==> config.mk <==
export PLATFORM = sky130hd
export DESIGN_NAME = ntm_neuron_top
export DESIGN_NICKNAME = d
export VERILOG_FILES = /design/src/ntm_pkg.sv /design/src/ntm_fixed_mac.sv /design/src/ntm_logistic.sv /design/src/ntm_sequencer.sv /design/src/ntm_neuron_top.sv
export VERILOG_INCLUDE_DIRS = /design/src
export SDC_FILE = /design/constraint.sdc
export NUM_CORES = 1
export LEC_CHECK = 0
export ABC_AREA = 1
export BUFFER_PORTS_ARGS = -buffer_cell sky130_fd_sc_hd__clkbuf_2
export CAP_MARGIN = 20
export CORE_MARGIN = 1
export CORE_UTILIZATION = 45
export CTS_BUF_LIST = sky130_fd_sc_hd__clkbuf_8
export CTS_CLUSTER_DIAMETER = 150
export DETAILED_ROUTE_END_ITERATION = 7
export SYNTH_ARGS = -nofsm -noshare
export SYNTH_HDL_FRONTEND = slang
export SYNTH_SLANG_ARGS = --single-unit
==> constraint.sdc <==
create_clock -name CLK -period 12.5 [get_ports CLK]
set_input_delay 1.875 -clock CLK [delete_from_list [all_inputs] [get_ports CLK]]
set_output_delay 1.875 -clock CLK [all_outputs]
set_load 0.02 [all_outputs]
==> src/ntm_defs.svh <==
// Fixed-point format constants for the NTM controller neuron
// Word and fraction widths, saturation limits, logistic segment constants
`ifndef NTM_DEFS_SVH
`define NTM_DEFS_SVH

// Q4.12 signed word
`define NTM_DATA_W 16
`define NTM_FRAC_W 12

// Saturation limits of the signed word
`define NTM_MAX 16'sh7FFF
`define NTM_MIN 16'sh8000
`define NTM_ONE 16'sh1000

// Logistic breakpoints 1.0, 2.375, 5.0
`define NTM_SIG_BRK1 16'sh1000
`define NTM_SIG_BRK2 16'sh2600
`define NTM_SIG_BRK3 16'sh5000
// Segment offsets 0.5, 0.625, 0.84375
`define NTM_SIG_OFF1 16'sh0800
`define NTM_SIG_OFF2 16'sh0A00
`define NTM_SIG_OFF3 16'sh0D80

`endif

==> src/ntm_pkg.sv <==
// Shared types of the NTM controller neuron
// Fixed-point word union and sequencer step encoding
`default_nettype none

`include "ntm_defs.svh"

package ntm_pkg;

  //////////////////////////////////////////////////////////////////////
  // Fixed-point word
  //////////////////////////////////////////////////////////////////////

  // Same 16 bits, two readings
  // s for arithmetic, q for segment decode in the logistic unit
  typedef union packed {
    logic signed [`NTM_DATA_W-1:0] s;
    struct packed {
      logic [`NTM_DATA_W-`NTM_FRAC_W-1:0] int_part;
      logic [`NTM_FRAC_W-1:0]             frac;
    } q;
  } fixed_t;

  //////////////////////////////////////////////////////////////////////
  // Sequencer steps
  //////////////////////////////////////////////////////////////////////

  // One step per clock, IDLE waits for START
  typedef enum logic [2:0] {
    IDLE,
    MAC_WX,
    MAC_KR,
    MAC_UH,
    LOGISTIC,
    DONE
  } step_t;

endpackage

`default_nettype wire

==> src/ntm_fixed_mac.sv <==
// Saturating Q4.12 multiply-accumulate
// Load starts a new sum from the bias, add extends the running sum
`timescale 1ns/1ps
`default_nettype none

`include "ntm_defs.svh"

module ntm_fixed_mac (
  input  logic            CLK,
  input  logic            RST,
  input  logic            load,
  input  logic            add,
  input  ntm_pkg::fixed_t a,
  input  ntm_pkg::fixed_t b,
  input  ntm_pkg::fixed_t bias,
  output ntm_pkg::fixed_t acc
);

  // Word, shifted product and widened sum widths
  localparam int W  = `NTM_DATA_W;
  localparam int PW = 2 * W - `NTM_FRAC_W;
  localparam int SW = PW + 1;

  logic signed [2*W-1:0] prod_full;
  logic signed [PW-1:0]  prod;
  logic signed [W-1:0]   addend;
  logic signed [SW-1:0]  sum;
  ntm_pkg::fixed_t       acc_next;

  //////////////////////////////////////////////////////////////////////
  // Product and sum
  //////////////////////////////////////////////////////////////////////

  always_comb begin
    // Full product, then drop fraction bits
    prod_full = $signed(a.s) * $signed(b.s);
    // Upper slice is the arithmetic shift, rounds toward minus infinity
    prod      = prod_full[2*W-1:`NTM_FRAC_W];
    // Load wins over add
    addend    = load ? bias.s : acc.s;
    // Wide enough that nothing wraps before the clamp
    sum       = addend + prod;
    if (sum > `NTM_MAX) begin
      acc_next.s = `NTM_MAX;
    end else if (sum < `NTM_MIN) begin
      acc_next.s = `NTM_MIN;
    end else begin
      acc_next.s = sum[W-1:0];
    end
  end

  //////////////////////////////////////////////////////////////////////
  // Accumulator register
  //////////////////////////////////////////////////////////////////////

  // One cycle from strobe to updated acc
  always_ff @(posedge CLK or posedge RST) begin
    if (RST) begin
      acc <= '0;
    end else if (load || add) begin
      acc <= acc_next;
    end
  end

endmodule

`default_nettype wire

==> src/ntm_logistic.sv <==
// Registered piecewise-linear logistic function
// Four segments on the magnitude, mirrored around 0.5 for negative input
`timescale 1ns/1ps
`default_nettype none

`include "ntm_defs.svh"

module ntm_logistic (
  input  logic            CLK,
  input  logic            RST,
  input  logic            start,
  input  ntm_pkg::fixed_t x,
  output ntm_pkg::fixed_t y,
  output logic            valid
);

  // Breakpoints viewed through the union for field compares
  localparam ntm_pkg::fixed_t BRK1 = `NTM_SIG_BRK1;
  localparam ntm_pkg::fixed_t BRK2 = `NTM_SIG_BRK2;
  localparam ntm_pkg::fixed_t BRK3 = `NTM_SIG_BRK3;

  ntm_pkg::fixed_t mag;
  ntm_pkg::fixed_t seg;
  ntm_pkg::fixed_t y_next;
  logic            neg;

  // Magnitude at or above a breakpoint
  // Integer field decides, fraction field only on a tie
  function automatic logic at_or_above(input ntm_pkg::fixed_t m,
                                       input ntm_pkg::fixed_t brk);
    logic ge;
    if (m.q.int_part != brk.q.int_part) begin
      ge = (m.q.int_part > brk.q.int_part);
    end else begin
      ge = (m.q.frac >= brk.q.frac);
    end
    return ge;
  endfunction

  //////////////////////////////////////////////////////////////////////
  // Magnitude and segment select
  //////////////////////////////////////////////////////////////////////

  always_comb begin
    neg = x.s[`NTM_DATA_W-1];
    // Most negative word has no positive twin, clamp it
    if (x.s == `NTM_MIN) begin
      mag.s = `NTM_MAX;
    end else if (neg) begin
      mag.s = -x.s;
    end else begin
      mag.s = x.s;
    end

    // Magnitude is never negative here, logical shifts are safe
    if (at_or_above(mag, BRK3)) begin
      seg.s = `NTM_ONE;
    end else if (at_or_above(mag, BRK2)) begin
      seg.s = (mag.s >> 5) + `NTM_SIG_OFF3;
    end else if (at_or_above(mag, BRK1)) begin
      seg.s = (mag.s >> 3) + `NTM_SIG_OFF2;
    end else begin
      seg.s = (mag.s >> 2) + `NTM_SIG_OFF1;
    end

    // logistic(-m) = 1 - logistic(m)
    y_next.s = neg ? (`NTM_ONE - seg.s) : seg.s;
  end

  //////////////////////////////////////////////////////////////////////
  // Output register
  //////////////////////////////////////////////////////////////////////

  // Valid is a single-cycle echo of start
  always_ff @(posedge CLK or posedge RST) begin
    if (RST) begin
      valid <= 1'b0;
    end else begin
      valid <= start;
    end
  end

  // Result only moves on start
  always_ff @(posedge CLK) begin
    if (start) begin
      y <= y_next;
    end
  end

endmodule

`default_nettype wire

==> src/ntm_sequencer.sv <==
// Step FSM of the controller neuron
// Operand steering into the MAC, logistic start, hidden state
// READY and H_OUT result outputs
`timescale 1ns/1ps
`default_nettype none

module ntm_sequencer (
  input  logic            CLK,
  input  logic            RST,
  input  logic            START,
  input  ntm_pkg::fixed_t w_in,
  input  ntm_pkg::fixed_t x_in,
  input  ntm_pkg::fixed_t k_in,
  input  ntm_pkg::fixed_t r_in,
  input  ntm_pkg::fixed_t u_in,
  input  ntm_pkg::fixed_t logistic_y,
  input  logic            logistic_valid,
  output logic            mac_load,
  output logic            mac_add,
  output logic            logistic_start,
  output ntm_pkg::fixed_t mac_a,
  output ntm_pkg::fixed_t mac_b,
  output logic            READY,
  output logic            H_OUT_ENABLE,
  output ntm_pkg::fixed_t H_OUT
);

  ntm_pkg::step_t  step;
  // Recurrent state, h(t-1)
  ntm_pkg::fixed_t h_state;

  //////////////////////////////////////////////////////////////////////
  // Operand steering
  //////////////////////////////////////////////////////////////////////

  // Decoded from the current step, MAC sees it on the next edge
  always_comb begin
    mac_load       = 1'b0;
    mac_add        = 1'b0;
    logistic_start = 1'b0;
    mac_a          = w_in;
    mac_b          = x_in;
    case (step)
      // b + W*x
      ntm_pkg::MAC_WX: begin
        mac_load = 1'b1;
      end
      // + K*r
      ntm_pkg::MAC_KR: begin
        mac_add = 1'b1;
        mac_a   = k_in;
        mac_b   = r_in;
      end
      // + U*h_prev
      ntm_pkg::MAC_UH: begin
        mac_add = 1'b1;
        mac_a   = u_in;
        mac_b   = h_state;
      end
      // acc now holds the full sum
      ntm_pkg::LOGISTIC: begin
        logistic_start = 1'b1;
      end
      default: begin
        mac_load = 1'b0;
      end
    endcase
  end

  //////////////////////////////////////////////////////////////////////
  // Step FSM and result registers
  //////////////////////////////////////////////////////////////////////

  always_ff @(posedge CLK or posedge RST) begin
    if (RST) begin
      step         <= ntm_pkg::IDLE;
      READY        <= 1'b0;
      H_OUT_ENABLE <= 1'b0;
      H_OUT        <= '0;
      h_state      <= '0;
    end else begin
      // Result strobe is a pulse
      H_OUT_ENABLE <= 1'b0;
      case (step)
        ntm_pkg::IDLE: begin
          // START only counts here, ignored while busy
          if (START) begin
            step  <= ntm_pkg::MAC_WX;
            READY <= 1'b0;
          end
        end
        ntm_pkg::MAC_WX: begin
          step <= ntm_pkg::MAC_KR;
        end
        ntm_pkg::MAC_KR: begin
          step <= ntm_pkg::MAC_UH;
        end
        ntm_pkg::MAC_UH: begin
          step <= ntm_pkg::LOGISTIC;
        end
        ntm_pkg::LOGISTIC: begin
          step <= ntm_pkg::DONE;
        end
        ntm_pkg::DONE: begin
          // Logistic result lands here, one cycle after start
          if (logistic_valid) begin
            H_OUT        <= logistic_y;
            h_state      <= logistic_y;
            H_OUT_ENABLE <= 1'b1;
          end
          READY <= 1'b1;
          step  <= ntm_pkg::IDLE;
        end
        default: begin
          step <= ntm_pkg::IDLE;
        end
      endcase
    end
  end

endmodule

`default_nettype wire

==> src/ntm_neuron_top.sv <==
// Top level of the NTM controller neuron
// h = logistic(W*x + K*r + U*h_prev + b) on Q4.12 scalars
`timescale 1ns/1ps
`default_nettype none

module ntm_neuron_top (
  input  logic            CLK,
  input  logic            RST,
  input  logic            START,
  input  ntm_pkg::fixed_t W_IN,
  input  ntm_pkg::fixed_t X_IN,
  input  ntm_pkg::fixed_t K_IN,
  input  ntm_pkg::fixed_t R_IN,
  input  ntm_pkg::fixed_t U_IN,
  input  ntm_pkg::fixed_t B_IN,
  output logic            READY,
  output ntm_pkg::fixed_t H_OUT,
  output logic            H_OUT_ENABLE
);

  // Sequencer to MAC
  logic            mac_load;
  logic            mac_add;
  ntm_pkg::fixed_t mac_a;
  ntm_pkg::fixed_t mac_b;
  // MAC to logistic
  ntm_pkg::fixed_t acc;
  // Logistic handshake
  logic            logistic_start;
  ntm_pkg::fixed_t logistic_y;
  logic            logistic_valid;

  //////////////////////////////////////////////////////////////////////
  // Step control
  //////////////////////////////////////////////////////////////////////

  ntm_sequencer u_sequencer (
    .CLK           (CLK),
    .RST           (RST),
    .START         (START),
    .w_in          (W_IN),
    .x_in          (X_IN),
    .k_in          (K_IN),
    .r_in          (R_IN),
    .u_in          (U_IN),
    .logistic_y    (logistic_y),
    .logistic_valid(logistic_valid),
    .mac_load      (mac_load),
    .mac_add       (mac_add),
    .logistic_start(logistic_start),
    .mac_a         (mac_a),
    .mac_b         (mac_b),
    .READY         (READY),
    .H_OUT_ENABLE  (H_OUT_ENABLE),
    .H_OUT         (H_OUT)
  );

  //////////////////////////////////////////////////////////////////////
  // Datapath
  //////////////////////////////////////////////////////////////////////

  // Bias enters only with the first product
  ntm_fixed_mac u_mac (
    .CLK (CLK),
    .RST (RST),
    .load(mac_load),
    .add (mac_add),
    .a   (mac_a),
    .b   (mac_b),
    .bias(B_IN),
    .acc (acc)
  );

  ntm_logistic u_logistic (
    .CLK  (CLK),
    .RST  (RST),
    .start(logistic_start),
    .x    (acc),
    .y    (logistic_y),
    .valid(logistic_valid)
  );

endmodule

`default_nettype wire

After elaboration in Yosys (flattened, before gate mapping)
Index checks and enable logic that the tools add are counted.
W data, S select, Z words.
- bits of input ports: 99
- logic and storage cells: 63
- register bits: 54
- output and inout port bits: 18
- mux-type cells: 26
- multiply operators: 1
- equality and inequality tests: 10
- reduce and logical (&&, ||, !) cells: 6
- add/sub/neg operators: 6
- $lt $le $gt $ge: 7
- operators with widths (operator ; count):
    $mux W16 ; 9
    $pmux W16 S2 ; 2
    $mul A16 B16 Y32 ; 1
    $add A16 B20 Y21 ; 1
    $gt A21 B16 Y1 const B ; 1
    $lt A21 B16 Y1 const B ; 1
    $eq A16 B16 Y1 const B ; 1
    $neg A16 Y16 ; 1
    $sub A14 B16 Y16 const A ; 1
    $add A14 B12 Y15 const B ; 1
    $pmux W3 S5 ; 1
    $add A13 B12 Y14 const B ; 1
    $add A11 B12 Y13 const B ; 1
    $ge A12 B1 Y1 const B ; 1
    $ge A12 B11 Y1 const B ; 1
    $mux W1 ; 12
    $eq A3 B2 Y1 const B ; 2
    $eq A3 B3 Y1 const B ; 2
    $gt A4 B1 Y1 const B ; 1
    $gt A4 B2 Y1 const B ; 1
    $gt A4 B3 Y1 const B ; 1
    $ne A4 B1 Y1 const B ; 1
    $ne A4 B2 Y1 const B ; 1
    $ne A4 B3 Y1 const B ; 1
    9 further kinds ; 10

Longest topological paths before layout
- word-level depth: 13
- depth in mapped cells: 49
- mapped depth without buffers: 45

Hierarchy
A second synthesis with hierarchy kept.
- cell total of the unflattened synthesis: 2265
- area, all modules: 16389.5 um2
- modules (own cells, without submodules) (module ; area each (um2) ; times used ; sequential area each (um2) ; cells an instance):
    ntm_fixed_mac ; 12416.9 ; 1 ; 400.4 ; 1687
    ntm_logistic ; 2229.6 ; 1 ; 505.5 ; 330
    ntm_sequencer ; 1742.9 ; 1 ; 525.5 ; 248

Worst setup path after synthesis
No wires, ideal clock.
- kind: input-to-reg
- start point: input K_IN[15] (netlist name)
- end point: register u_mac.acc[11] (netlist name)
- path buffers: 2
- library setup time: 0.126 ns
- data arrival time: 9.144 ns
- slack: 3.231 ns
- required time: 12.374 ns
- stages on the path: 34
- path through: nand3_1 > o21ai_0 > a21oi_1 > clkbuf_1 > nor2_1 > fa_1 > inv_1 > fa_1 > inv_1 > fa_1 > fa_1 > fa_1 > inv_1 > fa_1 > inv_1 > ha_1 > a21oi_1 > o21a_1 > o21ai_0 > a31oi_1 > nand2_1 > xor2_1 > ha_1 > nand2_1 > nor2_1 > nand2_1 > inv_1 > nand4_1 > o211ai_1 > xor2_1 > nand4_1 > a21oi_1 > buf_2 > a21oi_1
- longest elaborated chain between the ends: 6
- elaborated cells on any way between the ends: 7
- those cells by class: 1 x add/sub; 1 x mul; 2 x order compare; 3 x mux
- RTL lines (item ; line ; RTL):
    from (decl) ; ntm_neuron_top.sv:12 ; input ntm_pkg::fixed_t K_IN,
    $pmux W16 S2 (*) ; ntm_sequencer.sv:43 ; case (step)
    $mul A16 B16 Y32 (*) ; ntm_fixed_mac.sv:36 ; prod_full = $signed(a.s) * $signed(b.s);
    $add A16 B20 Y21 (*) ; ntm_fixed_mac.sv:42 ; sum = addend + prod;
    $lt A21 B16 Y1 (no source line) ; n/a ;
    $mux W16 ; ntm_fixed_mac.sv:45 ; end else if (sum < `NTM_MIN) begin
    $mux W16 (*) ; ntm_fixed_mac.sv:43 ; if (sum > `NTM_MAX) begin
    to (signal assigned) ; ntm_fixed_mac.sv:61 ; acc <= acc_next;
    to (decl) ; ntm_fixed_mac.sv:16 ; output ntm_pkg::fixed_t acc
Every way passes the cells marked *; elsewhere a longest branch is shown, timed or not.
A chain may end at the register's enable or synchronous reset.

Worst setup path after layout
- start point: input K_IN[15] (netlist name)
- end point: register u_mac.acc[1] (netlist name)
The elaborated chain is that of the path after synthesis.

==> out/qor.yml <==
cts-buffers-inserted: 5
area_delta_synth_final_pct: 8.40
port_buffers: 116
io_pins: 117
final_antenna_net_count: 0
postSynthCellCount: 2022
use_met3: 0.0258
synthesis.area_um2: 15200
die_x_um: 186
fillCellCount: 3368
grt-busiest-layer: "met2"
clk_path_buf_depth: 2
cts_hold_buf: 0
finalSetupViolations: 0
drt_iter0_drc: 942
ys.flop_type: "dfrtp_1"
holdCritStartpoint: "u_logistic.y[2]"
reg2reg_to: "u_mac.acc[1]"
worstHoldEndpoint: "u_sequencer.H_OUT[2]"
syn_area_per_cell_um2: 7.50
dp.final_hpwl_um: 37100
cts_root_buf: "clkbuf_8"
clock_latency_ps: 360
r2r-start: "u_sequencer.step[1]"
grt_use_total: 0.273
viasPerCell: 5.13
period_share: 0.836
critical_path_arrival_ps: 10740
drive_gt1_frac: 0.0962
hold_path.class: "reg -> reg"
cts_tree: "yes"
gp_congestion: 0.923
slew_violations: 0
grt_max_degree: 39
rrSetupSlack_ps: 2280
path_common_cell: "fa_1"
hold_viol_final: 0
wirelength_um: 43700
skew_ps: 10.0
hold_path_depth: 2
syn_nets: 2494
antenna_found_initial: 0
crit_type: "in -> reg"
start_util: 0.461
grt_pass1_wl_um: 72100
synth-edff-count: 16
fin_nets: 2602
use_met1: 0.370
ctsResizeCount: 0
h-tree-depth: 2
drtPass1Iterations: 6
synth_most_common_cell: "inv_1"
crit_required_ps: 12790
diodes: 0
synthTopCellsByCount: "inv_1 (449), nand2_1 (367), fa_1 (262)"
status: "complete, no violations"
relSlewSlack: 0.248
coreArea_um2: 32900
drc: 0
drt-wirelength-per-cell_um: 17.0
async_flop_share: 0.704
synth_seq_cells: 54
fin_cells: 2573
postCtsSetupRepairBufs: 0
use_met2: 0.464
globalRouteOverflowTotal: 0
worst_pin_slew_ps: 1120
synth_warnings: 0
cts.sinks: 54
rsz0062_at_grt: "false"
r2r_cells: 35
fmax_mhz: 95.7
dieHeight_um: 186
clk_pin_slew_worst_paths_ps: 110
dp_cells: 2565
critPathMaxStageDelay_ps: 760
yosysSeqAreaShare: 0.0944
setup_tns_ps: 0
vias: 13206
synth_top_area_share: 0.346
yosysUniqueCellTypes: 48
ys_top_cells_by_area: "fa_1 (35%), inv_1 (11%), ha_1 (9.2%)"
cap_viol_max_count: 0
crit_path_end_kind: "flip-flop"
path_max_fanout: 14
yosysTopAreaCell: "fa_1"
critPathLaunchType: "input pin"
grt_pass1_vias: 13635
slowest_stage: "a21oi_1"
die_area_um2: 34400
fin_crit_ps: 10450
rows: 66
-- area by class of cell --
type	count	area [um2]	share of cell area
Inverter	468	1760	0.107
Sequential cell	54	1430	0.0871
Tap cell	442	553	0.0337
Clock inverter	3	42.5	0.00259
Multi-Input combinational cell	1454	11800	0.716
Timing Repair Buffer	147	813	0.0495
Clock buffer	5	68.8	0.00419
-- critical path, delay by kind of cell --
family | cells | cell delay, ps
buf+inv | 5 | 530
simple gates | 10 | 1850
compound gates | 8 | 1850
fa+ha+maj | 8 | 4320
xor+xnor | 2 | 280
-- metal layers --
metal | vias up | wire length, um
met5 | - | 0
met4 | 0 | 1360
met3 | 81 | 2020
met2 | 367 | 20900
met1 | 6412 | 19400
li1 | 6346 | -
-- cells by family (layout without fill, tap and decap cells) --
| kind of cell | count (synthesis) | count (layout) | synth area share |
|---|---|---|---|
| AND/OR/NAND/NOR | 763 | 763 | 0.212 |
| buffers and inverters | 514 | 623 | 0.130 |
| adder cells (fa/ha/maj) | 373 | 373 | 0.438 |
| AO/OA/AOI/OAI | 262 | 262 | 0.0934 |
| XOR/XNOR | 54 | 54 | 0.0312 |
| flip-flops | 54 | 54 | 0.0944 |
| multiplexers | 2 | 2 | 0.00149 |
-- per-stage QoR --
stage	utilization	setup slack (ps)	hold slack [ps]	instance area, um2
4_1_cts	0.500	2020	467	16400
5_1_grt	0.500	1400	519	16400
3_3_place_gp	0.497	1780	437	16300
3_5_place_dp	0.497	1680	442	16300
2_1_floorplan	-	3230	430	15200
6_report	0.500	2050	462	16400
-- placed cells by master, fill, tap and decap left out, types with 5 or more instances in the layout --
cell,count
ha_1,111
nand2_1,367
nand3_2,9
fa_1,262
xor2_1,37
nor2_1,243
clkbuf_2,116
a21oi_1,117
nor2_4,6
a21o_1,5
clkinv_1,9
nor2_2,6
o21ai_1,9
clkbuf_8,5
o21ai_0,97
nor3_1,9
inv_2,11
xnor2_1,17
a31oi_1,7
dfrtp_1,38
edfxtp_1,16
o21a_1,5
nand3_1,98
nand4_1,10
a21oi_2,7
buf_4,31
inv_1,449
-- flip-flops by register name, indices dropped and copies added, names as in the netlist --
register,cells
u_logistic.valid,1
u_logistic.y,16
u_mac.acc,16
u_sequencer.H_OUT,16
u_sequencer.H_OUT_ENABLE,1
u_sequencer.READY,1
u_sequencer.step,3
-- how the worst max path moves through the flow --
stage	start	depth (start not counted)	slack, ps	to
global placement	K_IN[15]	33	1780	u_mac.acc[0]
CTS	K_IN[15]	33	2020	u_mac.acc[1]
floorplan	K_IN[15]	34	3230	u_mac.acc[11]
detailed placement	K_IN[15]	33	1680	u_mac.acc[1]
global route	K_IN[15]	34	1400	u_mac.acc[1]
finish	K_IN[15]	33	2050	u_mac.acc[1]
Power is not shown: default switching activity piles up to over one toggle a cycle in this logic, so the estimate is an artifact.
